## src/logic/cdb_settings.svh

```systemverilog
// CDB sizing: number of execution units and the widths of the result fields
`ifndef CDB_SETTINGS_SVH
`define CDB_SETTINGS_SVH

// ----------------------------------------------------------
// Execution units
// ----------------------------------------------------------

// Total units on the bus, the max-priority one included
// Unit count above one leaves CDB_EU_N-1 units in the rounds
`define CDB_EU_N 5

// ----------------------------------------------------------
// Result fields
// ----------------------------------------------------------

// Width of one result value
`define CDB_DATA_W 32

// Width of a reorder-buffer entry tag
// Must cover every ROB entry
`define CDB_TAG_W 4

`endif

```

## src/logic/cdb_pkg.sv

```systemverilog
// CDB types: result data, ROB tags, unit request masks and unit indices
`include "cdb_settings.svh"

package cdb_pkg;

  // ----------------------------------------------------------
  // Derived sizes
  // ----------------------------------------------------------

  // Units served in rounds, i.e. all but the max-priority one
  localparam int unsigned EU_ARB_N = `CDB_EU_N - 1;

  // Bits needed to index one arbitrated unit
  localparam int unsigned EU_IDX_W = (EU_ARB_N > 1) ? $clog2(EU_ARB_N) : 1;

  // ----------------------------------------------------------
  // Vector types
  // ----------------------------------------------------------

  // One result value as produced by a unit
  typedef logic [`CDB_DATA_W-1:0] cdb_data_t;

  // Reorder-buffer entry the result belongs to
  typedef logic [`CDB_TAG_W-1:0] rob_tag_t;

  // One bit per arbitrated unit
  typedef logic [EU_ARB_N-1:0] eu_mask_t;

  // Index of an arbitrated unit
  typedef logic [EU_IDX_W-1:0] eu_idx_t;

endpackage

```

## src/logic/cdb.sv

```systemverilog
// Common data bus: arbitrates finished results and forwards one per cycle to the ROB
`timescale 1ns/1ps

module cdb
  import cdb_pkg::*;
(
  input  logic                     clk_i,
  input  logic                     rst_n_i,
  input  logic                     flush_i,

  // Max-priority unit
  input  logic                     max_prio_valid_i,
  output logic                     max_prio_ready_o,
  input  cdb_data_t                max_prio_data_i,
  input  rob_tag_t                 max_prio_tag_i,
  input  logic                     max_prio_except_i,

  // Arbitrated units
  input  eu_mask_t                 eu_valid_i,
  output eu_mask_t                 eu_ready_o,
  input  cdb_data_t [EU_ARB_N-1:0] eu_data_i,
  input  rob_tag_t  [EU_ARB_N-1:0] eu_tag_i,
  input  eu_mask_t                 eu_except_i,

  // ROB and bus listeners
  input  logic                     rob_ready_i,
  output logic                     rob_valid_o,
  output cdb_data_t                cdb_data_o,
  output rob_tag_t                 cdb_tag_o,
  output logic                     cdb_except_o
);

  // Arbiter to mux selection
  logic    served_max_prio;
  eu_idx_t served_idx;

  // ----------------------------------------------------------
  // Arbiter
  // ----------------------------------------------------------

  cdb_arbiter i_arbiter (
    .clk_i             (clk_i),
    .rst_n_i           (rst_n_i),
    .flush_i           (flush_i),
    .max_prio_valid_i  (max_prio_valid_i),
    .max_prio_ready_o  (max_prio_ready_o),
    .eu_valid_i        (eu_valid_i),
    .eu_ready_o        (eu_ready_o),
    .rob_ready_i       (rob_ready_i),
    .rob_valid_o       (rob_valid_o),
    .served_max_prio_o (served_max_prio),
    .served_idx_o      (served_idx)
  );

  // ----------------------------------------------------------
  // Payload mux
  // ----------------------------------------------------------

  cdb_mux i_mux (
    .max_prio_data_i   (max_prio_data_i),
    .max_prio_tag_i    (max_prio_tag_i),
    .max_prio_except_i (max_prio_except_i),
    .eu_data_i         (eu_data_i),
    .eu_tag_i          (eu_tag_i),
    .eu_except_i       (eu_except_i),
    .served_max_prio_i (served_max_prio),
    .served_idx_i      (served_idx),
    .cdb_data_o        (cdb_data_o),
    .cdb_tag_o         (cdb_tag_o),
    .cdb_except_o      (cdb_except_o)
  );

endmodule

```

## src/logic/cdb_arbiter.sv

```systemverilog
// CDB arbiter: round-based grant over the units with a max-priority override
`timescale 1ns/1ps

module cdb_arbiter
  import cdb_pkg::*;
(
  input  logic     clk_i,
  input  logic     rst_n_i,
  input  logic     flush_i,

  // Max-priority unit handshake
  input  logic     max_prio_valid_i,
  output logic     max_prio_ready_o,

  // Arbitrated unit handshakes, one bit per unit
  input  eu_mask_t eu_valid_i,
  output eu_mask_t eu_ready_o,

  // ROB handshake
  input  logic     rob_ready_i,
  output logic     rob_valid_o,

  // Selection towards the payload mux
  output logic     served_max_prio_o,
  output eu_idx_t  served_idx_o
);

  // Requests still pending in the current round
  eu_mask_t snapshot_q;
  eu_mask_t snapshot_d;

  // Requests competing in this cycle
  eu_mask_t candidates;

  // Encoder result and its one-hot form
  eu_idx_t  enc_idx;
  logic     enc_valid;
  eu_mask_t grant;

  // ----------------------------------------------------------
  // Candidate selection
  // ----------------------------------------------------------

  // Live requests are sampled only once the round is over
  assign candidates = (|snapshot_q) ? snapshot_q : eu_valid_i;

  // Lowest candidate index goes first
  prio_enc_inv i_prio_enc (
    .lines_i (candidates),
    .enc_o   (enc_idx),
    .valid_o (enc_valid)
  );

  // Decode the winner into a one-hot grant
  always_comb begin : grant_dec
    grant = '0;
    if (enc_valid) begin
      grant[enc_idx] = 1'b1;
    end
  end

  // ----------------------------------------------------------
  // Handshake outputs
  // ----------------------------------------------------------

  // Max-priority unit is never stalled
  assign max_prio_ready_o = 1'b1;

  // Bus carries a result when the override or any candidate is active
  assign rob_valid_o = max_prio_valid_i | enc_valid;

  // Granted unit sees ready only if the ROB takes its result now
  // and the max-priority unit is not holding the bus
  always_comb begin : ready_gen
    if (!max_prio_valid_i && rob_ready_i) begin
      eu_ready_o = grant;
    end else begin
      eu_ready_o = '0;
    end
  end

  // Payload selection
  assign served_max_prio_o = max_prio_valid_i;
  assign served_idx_o      = enc_idx;

  // ----------------------------------------------------------
  // Snapshot update
  // ----------------------------------------------------------

  // A line is retired only on an actual transfer, so a stalled
  // or overridden grant stays pending for the next cycle
  assign snapshot_d = candidates & ~eu_ready_o;

  // Flush wins over the normal update
  always_ff @(posedge clk_i or negedge rst_n_i) begin : snapshot_reg
    if (!rst_n_i) begin
      snapshot_q <= '0;
    end else if (flush_i) begin
      snapshot_q <= '0;
    end else begin
      snapshot_q <= snapshot_d;
    end
  end

endmodule

```

## src/logic/cdb_mux.sv

```systemverilog
// CDB payload mux: puts the served unit's data, tag and exception on the bus
`timescale 1ns/1ps

module cdb_mux
  import cdb_pkg::*;
(
  // Max-priority unit payload
  input  cdb_data_t                max_prio_data_i,
  input  rob_tag_t                 max_prio_tag_i,
  input  logic                     max_prio_except_i,

  // Arbitrated unit payloads, one entry per unit
  input  cdb_data_t [EU_ARB_N-1:0] eu_data_i,
  input  rob_tag_t  [EU_ARB_N-1:0] eu_tag_i,
  input  eu_mask_t                 eu_except_i,

  // Selection from the arbiter
  input  logic                     served_max_prio_i,
  input  eu_idx_t                  served_idx_i,

  // Bus payload
  output cdb_data_t                cdb_data_o,
  output rob_tag_t                 cdb_tag_o,
  output logic                     cdb_except_o
);

  // Payload of the indexed unit
  cdb_data_t unit_data;
  rob_tag_t  unit_tag;
  logic      unit_except;

  // ----------------------------------------------------------
  // First level: indexed unit
  // ----------------------------------------------------------

  // Index always points at a real unit, the encoder
  // never produces an index past the last line
  always_comb begin : unit_sel
    unit_data   = eu_data_i[served_idx_i];
    unit_tag    = eu_tag_i[served_idx_i];
    unit_except = eu_except_i[served_idx_i];
  end

  // ----------------------------------------------------------
  // Second level: max-priority override
  // ----------------------------------------------------------

  // Bus valid is owned by the arbiter, so the payload is
  // passed on without any further qualification
  always_comb begin : override_sel
    if (served_max_prio_i) begin
      cdb_data_o   = max_prio_data_i;
      cdb_tag_o    = max_prio_tag_i;
      cdb_except_o = max_prio_except_i;
    end else begin
      cdb_data_o   = unit_data;
      cdb_tag_o    = unit_tag;
      cdb_except_o = unit_except;
    end
  end

endmodule

```

## src/logic/prio_enc_inv.sv

```systemverilog
// Inverse priority encoder: the lowest set request line wins
`timescale 1ns/1ps

module prio_enc_inv
  import cdb_pkg::*;
(
  // Request lines, bit 0 has the highest priority
  input  eu_mask_t lines_i,
  // Index of the winning line, zero when none is set
  output eu_idx_t  enc_o,
  // High when at least one line is set
  output logic     valid_o
);

  // ----------------------------------------------------------
  // Encoder
  // ----------------------------------------------------------

  // Scan from the top down so that a lower set line
  // overwrites any higher one found before it
  always_comb begin : lowest_line_enc
    enc_o = '0;
    for (int i = EU_ARB_N - 1; i >= 0; i--) begin
      if (lines_i[i]) begin
        enc_o = eu_idx_t'(i);
      end
    end
  end

  // ----------------------------------------------------------
  // Any-line flag
  // ----------------------------------------------------------

  // Tells an empty set apart from a win of line 0
  assign valid_o = |lines_i;

endmodule

```

## config.mk

```make
export PLATFORM = sky130hd
export DESIGN_NAME = cdb
export DESIGN_NICKNAME = d
export VERILOG_FILES = /design/src/logic/cdb_pkg.sv /design/src/logic/cdb.sv /design/src/logic/cdb_arbiter.sv /design/src/logic/cdb_mux.sv /design/src/logic/prio_enc_inv.sv
export VERILOG_INCLUDE_DIRS = /design/src /design/src/logic
export SDC_FILE = /design/constraint.sdc
export NUM_CORES = 1
export LEC_CHECK = 0
export ABC_AREA = 1
export BUFFER_PORTS_ARGS = -buffer_cell sky130_fd_sc_hd__buf_2
export CORE_AREA = 2 2 91 93
export CTS_CLUSTER_SIZE = 24
export DETAILED_ROUTE_END_ITERATION = 12
export DIE_AREA = 0 0 93 95
export PLACE_DENSITY = 0.73
export SLEW_MARGIN = 0
export SYNTH_ARGS = -nofsm -noshare
export SYNTH_HDL_FRONTEND = slang
export SYNTH_HIERARCHICAL = 1
export SYNTH_SLANG_ARGS = --single-unit
```

## constraint.sdc

```tcl
create_clock -name clk_i -period 2.8 [get_ports clk_i]
set_input_delay 0.56 -clock clk_i [delete_from_list [all_inputs] [get_ports clk_i]]
set_output_delay 0.56 -clock clk_i [all_outputs]
set_load 0.02 [all_outputs]
```

-- Word level (Yosys, flattened, before mapping)
Cells that the tools add are included.
- bits in registers: 4
- input port bits: 194
- output and inout port bits: 43
- word-level logic and storage cells: 30
- order comparisons: 2
- muxes and demuxes: 19
- bitwise gates (word level): 3
- reduce and logical (&&, ||, !) cells: 5
- operators with widths (kind ; number):
    32-bit binary-select mux with 2-bit select ; 1
    32-bit two-way mux ; 2
    4-bit two-way mux ; 6
    4-bit binary-select mux with 2-bit select ; 1
    2-bit two-way mux ; 4
    4-bit OR reduction ; 2
    4-bit AND ; 1
    4-bit inverter ; 1
    2-bit by 3-bit < comparator with 1-bit output, second input constant ; 1
    1-bit two-way mux ; 3
    1-bit binary-select mux with 2-bit select ; 1
    1-bit demux with 2-bit select ; 1
    2-bit by 1-bit greater-or-equal comparator with 1-bit output, second input constant ; 1
    1-bit logical AND ; 2
    1-bit zero test ; 1
    1-bit OR ; 1

-- Longest topological paths before layout
Gate-level depths: netlist of run 1.
- depth after elaboration: 15
- mapped depth: 14
- mapped depth without buffers: 12

-- Hierarchy
The synthesis of run 1 kept the hierarchy.
- by module, submodules not included (module ; instances ; cells each ; area each (um^2) ; seq. area each (um^2)):
    cdb_mux ; 1 ; 551 ; 2275.9 ; 0.0
    cdb_arbiter ; 1 ; 51 ; 315.3 ; 100.1
    prio_enc_inv ; 1 ; 9 ; 46.3 ; 0.0

-- Least setup slack after synthesis of run 1
Ideal clock, no wire load.
- path kind: input to output
- start point: input port eu_valid_i[0]
- end point: output port cdb_data_o[10]
- arrival: 1.740 ns
- required time: 2.240 ns
- slack: 0.500 ns
- stages: 11
- buffers on the path: 2
- path through: nand3_1 > nand2_2 > inv_1 > nand2_1 > a21oi_2 > buf_4 > buf_2 > nand3_1 > nand2_1 > nand2_1 > nand2_1
- word-level cells in the longest chain between the ends: 5
- RTL lines (element ; RTL line ; source):
    start, declared ; cdb.sv:19 ; input eu_mask_t eu_valid_i,
    4-bit two-way mux ; cdb_arbiter.sv:45 ; assign candidates = (|snapshot_q) ? snapshot_q : eu_valid_i;
    net i_arbiter.candidates[0] ; cdb_arbiter.sv:33 ; eu_mask_t candidates;
    2-bit two-way mux ; prio_enc_inv.sv:24 ; if (lines_i[i]) begin
    net served_idx[1] ; cdb.sv:35 ; eu_idx_t served_idx;
    32-bit binary-select mux with 2-bit select ; cdb_mux.sv:39 ; unit_data = eu_data_i[served_idx_i];
    32-bit two-way mux (implied by the code) ; cdb_mux.sv:39 ;
    32-bit two-way mux ; cdb_mux.sv:51 ; if (served_max_prio_i) begin
    end, declared ; cdb.sv:28 ; output cdb_data_t cdb_data_o,
The timed path passes the listed nets, and every way through them passes these cells. The select of a mux whose other input is x is not followed.

-- Worst setup path after layout of run 1
- start point: register i_arbiter.snapshot_q[0]
- end point: output port cdb_data_o[21]
- word-level cells in the longest chain between the ends: 9
- RTL lines (element ; RTL line ; source):
    start, declared ; cdb_arbiter.sv:29 ; eu_mask_t snapshot_q;
    start signal, assigned ; cdb_arbiter.sv:101 ; snapshot_q <= snapshot_d;
    4-bit OR reduction ; cdb_arbiter.sv:45 ;
    4-bit two-way mux ; cdb_arbiter.sv:45 ;
    net i_arbiter.candidates[3] ; cdb_arbiter.sv:33 ;
    2-bit two-way mux (4 in series) ; prio_enc_inv.sv:24 ;
    net served_idx[0] ; cdb.sv:35 ;
    32-bit binary-select mux with 2-bit select ; cdb_mux.sv:39 ;
    32-bit two-way mux (implied by the code) ; cdb_mux.sv:39 ;
    32-bit two-way mux ; cdb_mux.sv:51 ;
The timed path passes the listed nets, and every way through them passes these cells. The select of a mux whose other input is x is not followed.

==> results_dict.tcl, run 1 <==
set metrics [dict create \
    dp.cells 928 \
    cp_max_fo 22 \
    status "complete, no violations" \
    crit_slowest_cell "dfrtp_1" \
    multiInputGateArea_sq_mm 0.00169 \
    critPathMaxStageDelay_ns 0.40 \
    io_pins 237 \
    cpMostUsedCell "nand2_1" \
    track_usage_pct 19.9 \
    grt_pass1_wl_um 14700 \
    antenna_found_initial 0 \
    regMostFlops "i_arbiter/snapshot_q" \
    yosysSeqAreaShare_pct 3.80 \
    synth_area_sq_mm 0.00264 \
    fin_nets 1026 \
    cts_max_level 1 \
    fmax_mhz 380 \
    r2r-start "i_arbiter/snapshot_q[0]" \
    drc 0 \
    ys_seq_elements 4 \
    drt_iter0_drc 132 \
    syn-mean-instance-area_sq_um 4.32 \
    clockBufferDepth 2 \
    fp.dieH_um 95 \
    instances_no_fill 935 \
    antenna_left 0 \
    layout-drive-gt1-share_pct 32.5 \
    row_count 33 \
    cts_made_buffers 3 \
    use_met3_pct 3.19 \
    pre_cts_slack_ns 0.0671 \
    gp_congestion 0.781 \
    setup_ws_ns 0.171 \
    globalRoute.busiestLayer "met2" \
    ir_drop_mv 0.674 \
    top_regs "i_arbiter/snapshot_q: 4 flops" \
    root_buffer "clkbuf_8" \
    viasPerCell 4.22 \
    crit_type "flip-flop to primary output" \
    core_sq_mm 0.00793 \
    reg2reg_slack_ns 0.95 \
    dpl.hpwl_um 7290 \
    grt_max_degree 48 \
    power_density_mw_per_mm2 920 \
    use_met2_pct 38.2 \
    crit_family "simple AND/OR/NAND/NOR gates" \
    end_kind "primary output" \
    fin_util_pct 50.0 \
    critPathRequiredTime_ns 2.24 \
    min_period_ns 2.63 \
    crit_chain "nor2_4, nand3_1, nand2_2, nand2_1, a21oi_4, buf_4, clkbuf_16, nand2_1, nand3_1, nand2_1, nand2_1, nand2_1, buf_2" \
    antenna_cells 0 \
    fill_cells 902 \
    portBuffers 235 \
    insertion_delay_ns 0.22 \
    leakagePower_uw 0.00302 \
    finalCritPeriodShare_pct 93.9 \
    cts_sinks 4 \
    cts_tree "done" \
    drt-total-wl_um 9660 \
    max_cap_violations 0 \
    grt.overflow.total 0 \
    hold_path_class "input port to async pin" \
    worstPathBufferInverterCount 3 \
    layout_commonest_cell "nand2_1" \
    cts.hold.buffers_added 0 \
    worstRegToRegCells 12 \
    r2r-end "i_arbiter/snapshot_q[3]" \
    drv_slew 0 \
    synth_cell_types 18 \
    firstDrtPassIters 5 \
    finalSetupViolations 0 \
    die-area_sq_mm 0.00884 \
    syn_to_final_growth_pct 50.1 \
    largest_reg_flops 4 \
    synth_warnings 6 \
    start_util_pct 33.3 \
    cp.depth 13 \
    grt_pass1_vias 3492 \
    clk_pin_slew_worst_paths_ns 0.03 \
    dieWidth_um 93 \
    finalHoldViolCount 0 \
    synthCells 611 \
    synth_nets 805 \
    met1_usage_pct 22.5 \
    seqCellArea_sq_um 100 \
    skew_ns 0.00417 \
    wire_per_inst_um 10.3 \
    start_kind "flip-flop" \
    layout_common_cells "303 x nand2_1, 235 x buf_2, 161 x inv_1" \
    vias 3949 \
    crit_arrival_ns 2.07 \
]
[worst max path at each step]
stage,endpoint,start
after floorplan,cdb_data_o[10],eu_valid_i[0]
after global placement,cdb_except_o,eu_valid_i[0]
after detailed placement,cdb_except_o,eu_valid_i[0]
after CTS,cdb_except_o,i_arbiter/snapshot_q[2]
after global routing,cdb_except_o,i_arbiter/snapshot_q[0]
final,cdb_data_o[21],i_arbiter/snapshot_q[0]
[metal layers]
metal	wire, um	up-vias
met2	4690	157
met1	4050	1611
met5	0	-
li1	-	2165
met4	186	0
met3	723	16
[synthesized netlist by cell type (all sizes together)]
| library cell | count | area, sq um |
|---|---|---|
| dfrtp | 4 | 100 |
| nor2 | 11 | 51.3 |
| buf | 28 | 228 |
| o21ai | 1 | 5.00 |
| inv | 169 | 634 |
| a21oi | 2 | 17.5 |
| clkbuf | 4 | 15.0 |
| nand2 | 307 | 1160 |
| conb | 1 | 3.75 |
| nand3 | 82 | 410 |
| nand4 | 1 | 6.26 |
| or2 | 1 | 6.26 |
[layout make-up]
class                           count  area share, %
Sequential cell                     4           2.53
Timing Repair Buffer              248           34.4
Tap cell                          105           3.32
Clock buffer                        3           1.04
Inverter                          169           16.1
Multi-Input combinational cell    406           42.6
[through the flow]
| step | cell area, sq um | TNS [ns] | hold WS (ns) | power (uW) |
|---|---|---|---|---|
| after detailed placement | 3830 | 0 | 0.372 | 3330 |
| after floorplan | 2640 | 0 | 0.264 | 2670 |
| after global placement | 3830 | 0 | 0.367 | 3320 |
| after CTS | 3880 | 0 | 0.136 | 3470 |
| after global routing | 3960 | -0.00513 | 0.144 | 4120 |
| final | 3960 | 0 | 0.141 | 3640 |
[what timing repair did]
action,4_1_cts,5_1_grt
pin swaps,0,1
resized for setup,1,4
endpoints found under the setup margin,33,38
buffers inserted,0,2
cloned,0,2
hold endpoints to repair,0,0
[cell families (layout without fill, tap and decap cells)]
family / Yosys count / in the layout / share of synthesized area [%]
buffers and inverters: 201 / 420 / 33.3
and+or+nand+nor: 402 / 402 / 62.0
AOI/OAI and AO/OA: 3 / 3 / 0.854
DFF: 4 / 4 / 3.80
other: 1 / 1 / 0.142
[power breakdown]
group | total (uW) | leakage (uW) | switching [uW] | internal [uW]
Combinational | 3430 | 0.00295 | 2160 | 1270
Sequential | 94.4 | 0.0000529 | 18.6 | 75.8
Clock | 122 | 0.0000216 | 30.6 | 91.7
Note: power is estimated with default switching activity, not from simulation.
==> inputs of run 2 (changes only) <==
- CELL_PAD_IN_SITES_DETAIL_PLACEMENT: not set -> 1
- CELL_PAD_IN_SITES_GLOBAL_PLACEMENT: not set -> 1
- CORE_AREA: 2 2 91 93 -> not set
- CORE_UTILIZATION: not set -> 21
- DIE_AREA: 0 0 93 95 -> not set
- PLACE_DENSITY: 0.73 -> not set
- PLACE_DENSITY_LB_ADDON: not set -> 0.1
==> run 2 against run 1 <==
Net effect: non-clock buffer count rose by 11; register-to-register slack got worse by 0.13 ns; design area rose by 17%; sequential power rose by 0.5%; critical path depth rose by 1; worst hold slack got worse by 0.0076 ns; setup slack got worse by 0.12 ns; clock skew fell by 0.00064 ns; combinational power rose by 38%; die area rose by 47%; largest cell class unchanged; largest power group unchanged.
==> results_dict.tcl, run 2 (synthesized netlist as in run 1, its figures left out) <==
set metrics [dict create \
    status "complete, no violations" \
    viasPerCell 4.21 \
    portBuffers 235 \
    crit_type "flip-flop to primary output" \
    crit_chain "nor2_4, nand3_2, nand2_2, nand2_2, a21oi_4, buf_12, buf_12, clkbuf_16, nand2_2, nand3_1, nand2_1, nand2_1, nand2_1, buf_6" \
    wire_per_inst_um 13.7 \
    worstRegToRegCells 13 \
    cts_tree "done" \
    fin_nets 1038 \
    antenna_found_initial 0 \
    cts_made_buffers 3 \
    finalCritPeriodShare_pct 98.3 \
    layout_common_cells "280 x nand2_1, 210 x buf_2, 161 x inv_1" \
    grt_max_degree 41 \
    clockBufferDepth 2 \
    seqCellArea_sq_um 100 \
    max_cap_violations 0 \
    start_kind "flip-flop" \
    antenna_left 0 \
    grt_setup_unrepaired "true" \
    track_usage_pct 18.5 \
    ir_drop_mv 0.489 \
    hold_path_class "input port to async pin" \
    grt_pass1_vias 4234 \
    dpl.hpwl_um 9490 \
    drc 0 \
    gp_congestion 0.808 \
    antenna_cells 0 \
    insertion_delay_ns 0.22 \
    cts_max_level 1 \
    largest_reg_flops 4 \
    r2r-end "i_arbiter/snapshot_q[3]" \
    power_density_mw_per_mm2 1090 \
    finalHoldViolCount 0 \
    end_kind "primary output" \
    clk_pin_slew_worst_paths_ns 0.03 \
    leakagePower_uw 0.00327 \
    syn_to_final_growth_pct 75.7 \
    dieWidth_um 114 \
    r2r-start "i_arbiter/snapshot_q[2]" \
    critPathMaxStageDelay_ns 0.41 \
    fmax_mhz 363 \
    drt-total-wl_um 13800 \
    crit_family "simple AND/OR/NAND/NOR gates" \
    io_pins 237 \
    firstDrtPassIters 3 \
    crit_arrival_ns 2.19 \
    fp.dieH_um 114 \
    drv_slew 0 \
    root_buffer "clkbuf_16" \
    reg2reg_slack_ns 0.82 \
    row_count 40 \
    start_util_pct 21.8 \
    grt_pass1_wl_um 19500 \
    multiInputGateArea_sq_mm 0.00185 \
    crit_slowest_cell "dfrtp_1" \
    fin_setup_tns_ns 0 \
    postPlaceCellArea_sq_mm 0.00393 \
    regMostFlops "i_arbiter/snapshot_q" \
    cts_sinks 4 \
    fill_cells 1783 \
    cp_max_fo 8 \
    die-area_sq_mm 0.0130 \
    min_period_ns 2.75 \
    skew_ns 0.00353 \
    drt_iter0_drc 94 \
    core_sq_mm 0.0121 \
    critPathRequiredTime_ns 2.24 \
    finalSetupViolations 0 \
    layout-drive-gt1-share_pct 38.5 \
    layout_commonest_cell "nand2_1" \
    worstPathBufferInverterCount 4 \
    top_regs "i_arbiter/snapshot_q: 4 flops" \
    grt.overflow.total 0 \
    vias 4252 \
    design_area_sq_mm 0.00463 \
]
## run 2: what timing repair did
action | 4_1_cts | 5_1_grt
hold buffers | 0 | 0
pin swaps | 2 | 51
gates resized for setup | 7 | 98
gates cloned | 2 | 9
setup endpoints to repair | 29 | 39
buffers inserted | 1 | 4
## run 2: metal layers
layer	wire, um	track usage [%]	share of wire [%]
met5	0	0	0
met4	110	2.68	0.79
met3	705	2.65	5.1
met2	7280	36.9	53
met1	5750	21.0	42
## run 2: layout make-up
| class | count | share of cell area, % |
|---|---|---|
| multi-input combinational | 406 | 39.8 |
| sequential | 4 | 2.16 |
| tap | 168 | 4.54 |
| timing repair inverter | 1 | 0.135 |
| inverter | 169 | 14.0 |
| timing repair buffer | 259 | 37.8 |
| clock buffer | 3 | 1.62 |
## run 2: worst reg2reg max path: cells and delay by family (launching register included)
family | cells | cell delay, ns
simple gates | 8 | 0.79
buf+inv | 4 | 0.49
flops | 1 | 0.41
compound gates | 1 | 0.19
## run 2: worst max path at each step
stage                            start             end  cells after the start
3_3_place_gp             eu_valid_i[2]  cdb_data_o[22]                     14
6_report       i_arbiter/snapshot_q[2]  cdb_data_o[26]                     14
2_1_floorplan            eu_valid_i[0]  cdb_data_o[10]                     11
5_1_grt        i_arbiter/snapshot_q[2]  cdb_data_o[26]                     14
4_1_cts        i_arbiter/snapshot_q[3]  cdb_data_o[22]                     13
3_5_place_dp             eu_valid_i[2]  cdb_data_o[22]                     14
## run 2: per-stage QoR
stage | setup slack [ns] | hold slack, ns | util [%] | instances | power, uW
6_report | 0.0486 | 0.133 | 38.3 | 1010 | 5040
5_1_grt | -0.0693 | 0.138 | 38.3 | 1010 | 5550
4_1_cts | 0.0186 | 0.133 | 33.7 | 997 | 4010
3_5_place_dp | 0.0817 | 0.366 | 32.4 | 991 | 3520
3_3_place_gp | 0.105 | 0.365 | 32.4 | 991 | 3460
2_1_floorplan | 0.500 | 0.264 | - | 611 | 2670
## run 2: power breakdown
| group | internal (uW) | switching (uW) | total, uW |
|---|---|---|---|
| clock | 182 | 39.6 | 222 |
| sequential | 75.8 | 19.1 | 94.9 |
| combinational | 2030 | 2690 | 4730 |
| total | 2290 | 2750 | 5040 |
==> inputs of run 3 (changes only) <==
--- a/config.mk
+++ b/config.mk
@@ -15,5 +15,6 @@
 export DETAILED_ROUTE_END_ITERATION = 12
 export PLACE_DENSITY_LB_ADDON = 0.1
-export SLEW_MARGIN = 0
+export SKIP_LAST_GASP = 1
+export SLEW_MARGIN = 40
 export SYNTH_ARGS = -nofsm -noshare
 export SYNTH_HDL_FRONTEND = slang
==> constraint.sdc (replaced) <==
create_clock -name clk_i -period 2.8 [get_ports clk_i]
set_input_delay 0.56 -clock clk_i [delete_from_list [all_inputs] [get_ports clk_i]]
set_output_delay 0.56 -clock clk_i [all_outputs]
set_load 0.1 [all_outputs]
==> run 3 against run 2 <==
Net effect: die area is the same; fmax shrank 1.0%; register-to-register slack lost 0.03 ns; highest routed layer unchanged; critical path depth grew 1; global-route usage shrank 0.48 points; count of clock-buffer cells in the layout is the same; critical endpoint is now cdb_data_o[6].
==> results_dict.tcl, run 3 (synthesized netlist as in run 1, its figures left out) <==
set metrics [dict create \
    finalSetupViolations 0 \
    p_sw_uw 4420 \
    pre_cts_slack_ns 0.0818 \
    fin_nets 1043 \
    grt_max_degree 75 \
    end_kind "primary output" \
    seqPwrFrac_pct 1.3 \
    dieWidth_um 114 \
    track_usage_pct 18.1 \
    die-area_sq_mm 0.0130 \
    antenna_cells 0 \
    top_regs "i_arbiter/snapshot_q: 4 flops" \
    cts_sinks 4 \
    crit_arrival_ns 2.22 \
    vias 4291 \
    fmax_mhz 360 \
    cp_max_fo 9 \
    cts_tree "done" \
    finalCritPeriodShare_pct 99.3 \
    skew_ns 0.00286 \
    largest_reg_flops 4 \
    antenna_found_initial 0 \
    dpl.hpwl_um 9840 \
    root_buffer "clkbuf_16" \
    min_period_ns 2.78 \
    drv_slew 0 \
    p_int_uw 2910 \
    layout-drive-gt1-share_pct 37.5 \
    power_density_mw_per_mm2 1440 \
    fin_util_pct 42.0 \
    crit_slowest_cell "dfrtp_1" \
    holdWs_ns 0.132 \
    grt.overflow.total 0 \
    grt_pass1_wl_um 19300 \
    cts_max_level 1 \
    portBuffers 235 \
    insertion_delay_ns 0.22 \
    hold_path_class "input port to async pin" \
    clockPowerShare_pct 3.0 \
    start_util_pct 21.8 \
    cts_made_buffers 3 \
    crit_type "flip-flop to primary output" \
    gp_congestion 0.789 \
    fill_cells 1733 \
    cpMostUsedCell "nand2_1" \
    design_area_sq_mm 0.00508 \
    max_cap_violations 0 \
    status "complete, no violations" \
    clk_pin_slew_worst_paths_ns 0.03 \
    setup_ws_ns 0.0202 \
    antenna_left 0 \
    viasPerCell 4.23 \
    critPathRequiredTime_ns 2.24 \
    combPwrFrac_pct 95.7 \
    crit_chain "nor2_4, nand3_2, nand2_2, nand2_2, a21oi_4, buf_12, buf_4, inv_4, buf_6, nand2_1, nand3_1, nand2_1, nand2_1, nand2_1, buf_12" \
    drt-total-wl_um 13900 \
    firstDrtPassIters 4 \
    io_pins 237 \
    start_kind "flip-flop" \
    layout_commonest_cell "nand2_1" \
    layout_common_cells "279 x nand2_1, 194 x buf_2, 160 x inv_1" \
    p_sw_share_pct 60.3 \
    drc 0 \
    clockBufferDepth 2 \
    fp.dieH_um 114 \
    finalHoldViolCount 0 \
    ir_drop_mv 0.592 \
    drt_iter0_drc 131 \
    critPathMaxStageDelay_ns 0.40 \
    leakagePower_uw 0.00340 \
    row_count 40 \
    regMostFlops "i_arbiter/snapshot_q" \
    syn_to_final_growth_pct 92.6 \
    postPlaceCellArea_sq_mm 0.00453 \
    grt_pass1_vias 4242 \
    grt_setup_unrepaired "true" \
    wire_per_inst_um 13.7 \
    core_sq_mm 0.0121 \
]
run 3: critical path, delay by kind of cell (launching register included):
family | cells | cell delay (ns)
flip-flops | 1 | 0.40
buffers and inverters | 5 | 0.64
AND/OR/NAND/NOR | 9 | 0.77
AO/OA/AOI/OAI | 1 | 0.17
run 3: power groups by stage:
stage               registers, uW  clock network, uW  logic, uW
global route                 97.8                230       7490
CTS                          88.5                227       5950
floorplan                    86.0                  0       4160
detailed placement           88.4                  0       5910
finish                       95.0                221       7020
global placement             87.4                  0       5820
run 3: per-stage QoR:
step | TNS, ns | total power, uW | cells
6_report | 0 | 7340 | 1015
5_1_grt | -3.94 | 7820 | 1015
4_1_cts | -0.0215 | 6260 | 994
3_5_place_dp | 0 | 6000 | 991
3_3_place_gp | 0 | 5900 | 991
2_1_floorplan | 0 | 4240 | 611
run 3: area by class of cell:
cell class	count	area, sq um	area share [%]
clock buffer	3	75.1	1.48
inverter	169	644	12.7
multi-input combinational	406	1770	34.9
sequential	4	100	1.97
tap	168	210	4.14
timing repair buffer	263	2270	44.6
timing repair inverter	2	11.3	0.222
run 3: path summary, 6_finish.rpt:
kind | depth (start not counted) | end | slack, ns | start
min in group clk_i | 4 | i_arbiter/snapshot_q[3] | 0.59 | flush_i
hold / removal | 1 | i_arbiter/snapshot_q[1] | 0.13 | rst_n_i
max in group asynchronous | 1 | i_arbiter/snapshot_q[3] | 2.55 | rst_n_i
setup / recovery | 15 | cdb_data_o[6] | 0.02 | i_arbiter/snapshot_q[2]
setup reg to reg | 13 | i_arbiter/snapshot_q[3] | 0.79 | i_arbiter/snapshot_q[2]
hold reg to reg | 4 | i_arbiter/snapshot_q[1] | 0.67 | i_arbiter/snapshot_q[1]
run 3: what timing repair did:
action	in CTS	in global routing
pin swaps	0	5
setup buffers	0	5
endpoints found under the setup margin	15	40
gates resized for setup	3	43
cloned	0	16
hold buffers	0	0
run 3: routing by layer:
layer / GRT usage (%) / wire (um)
met1: 21.0 / 5850
met3: 3.07 / 791
met5: 0 / 0
met2: 35.1 / 7230
met4: 2.08 / 69
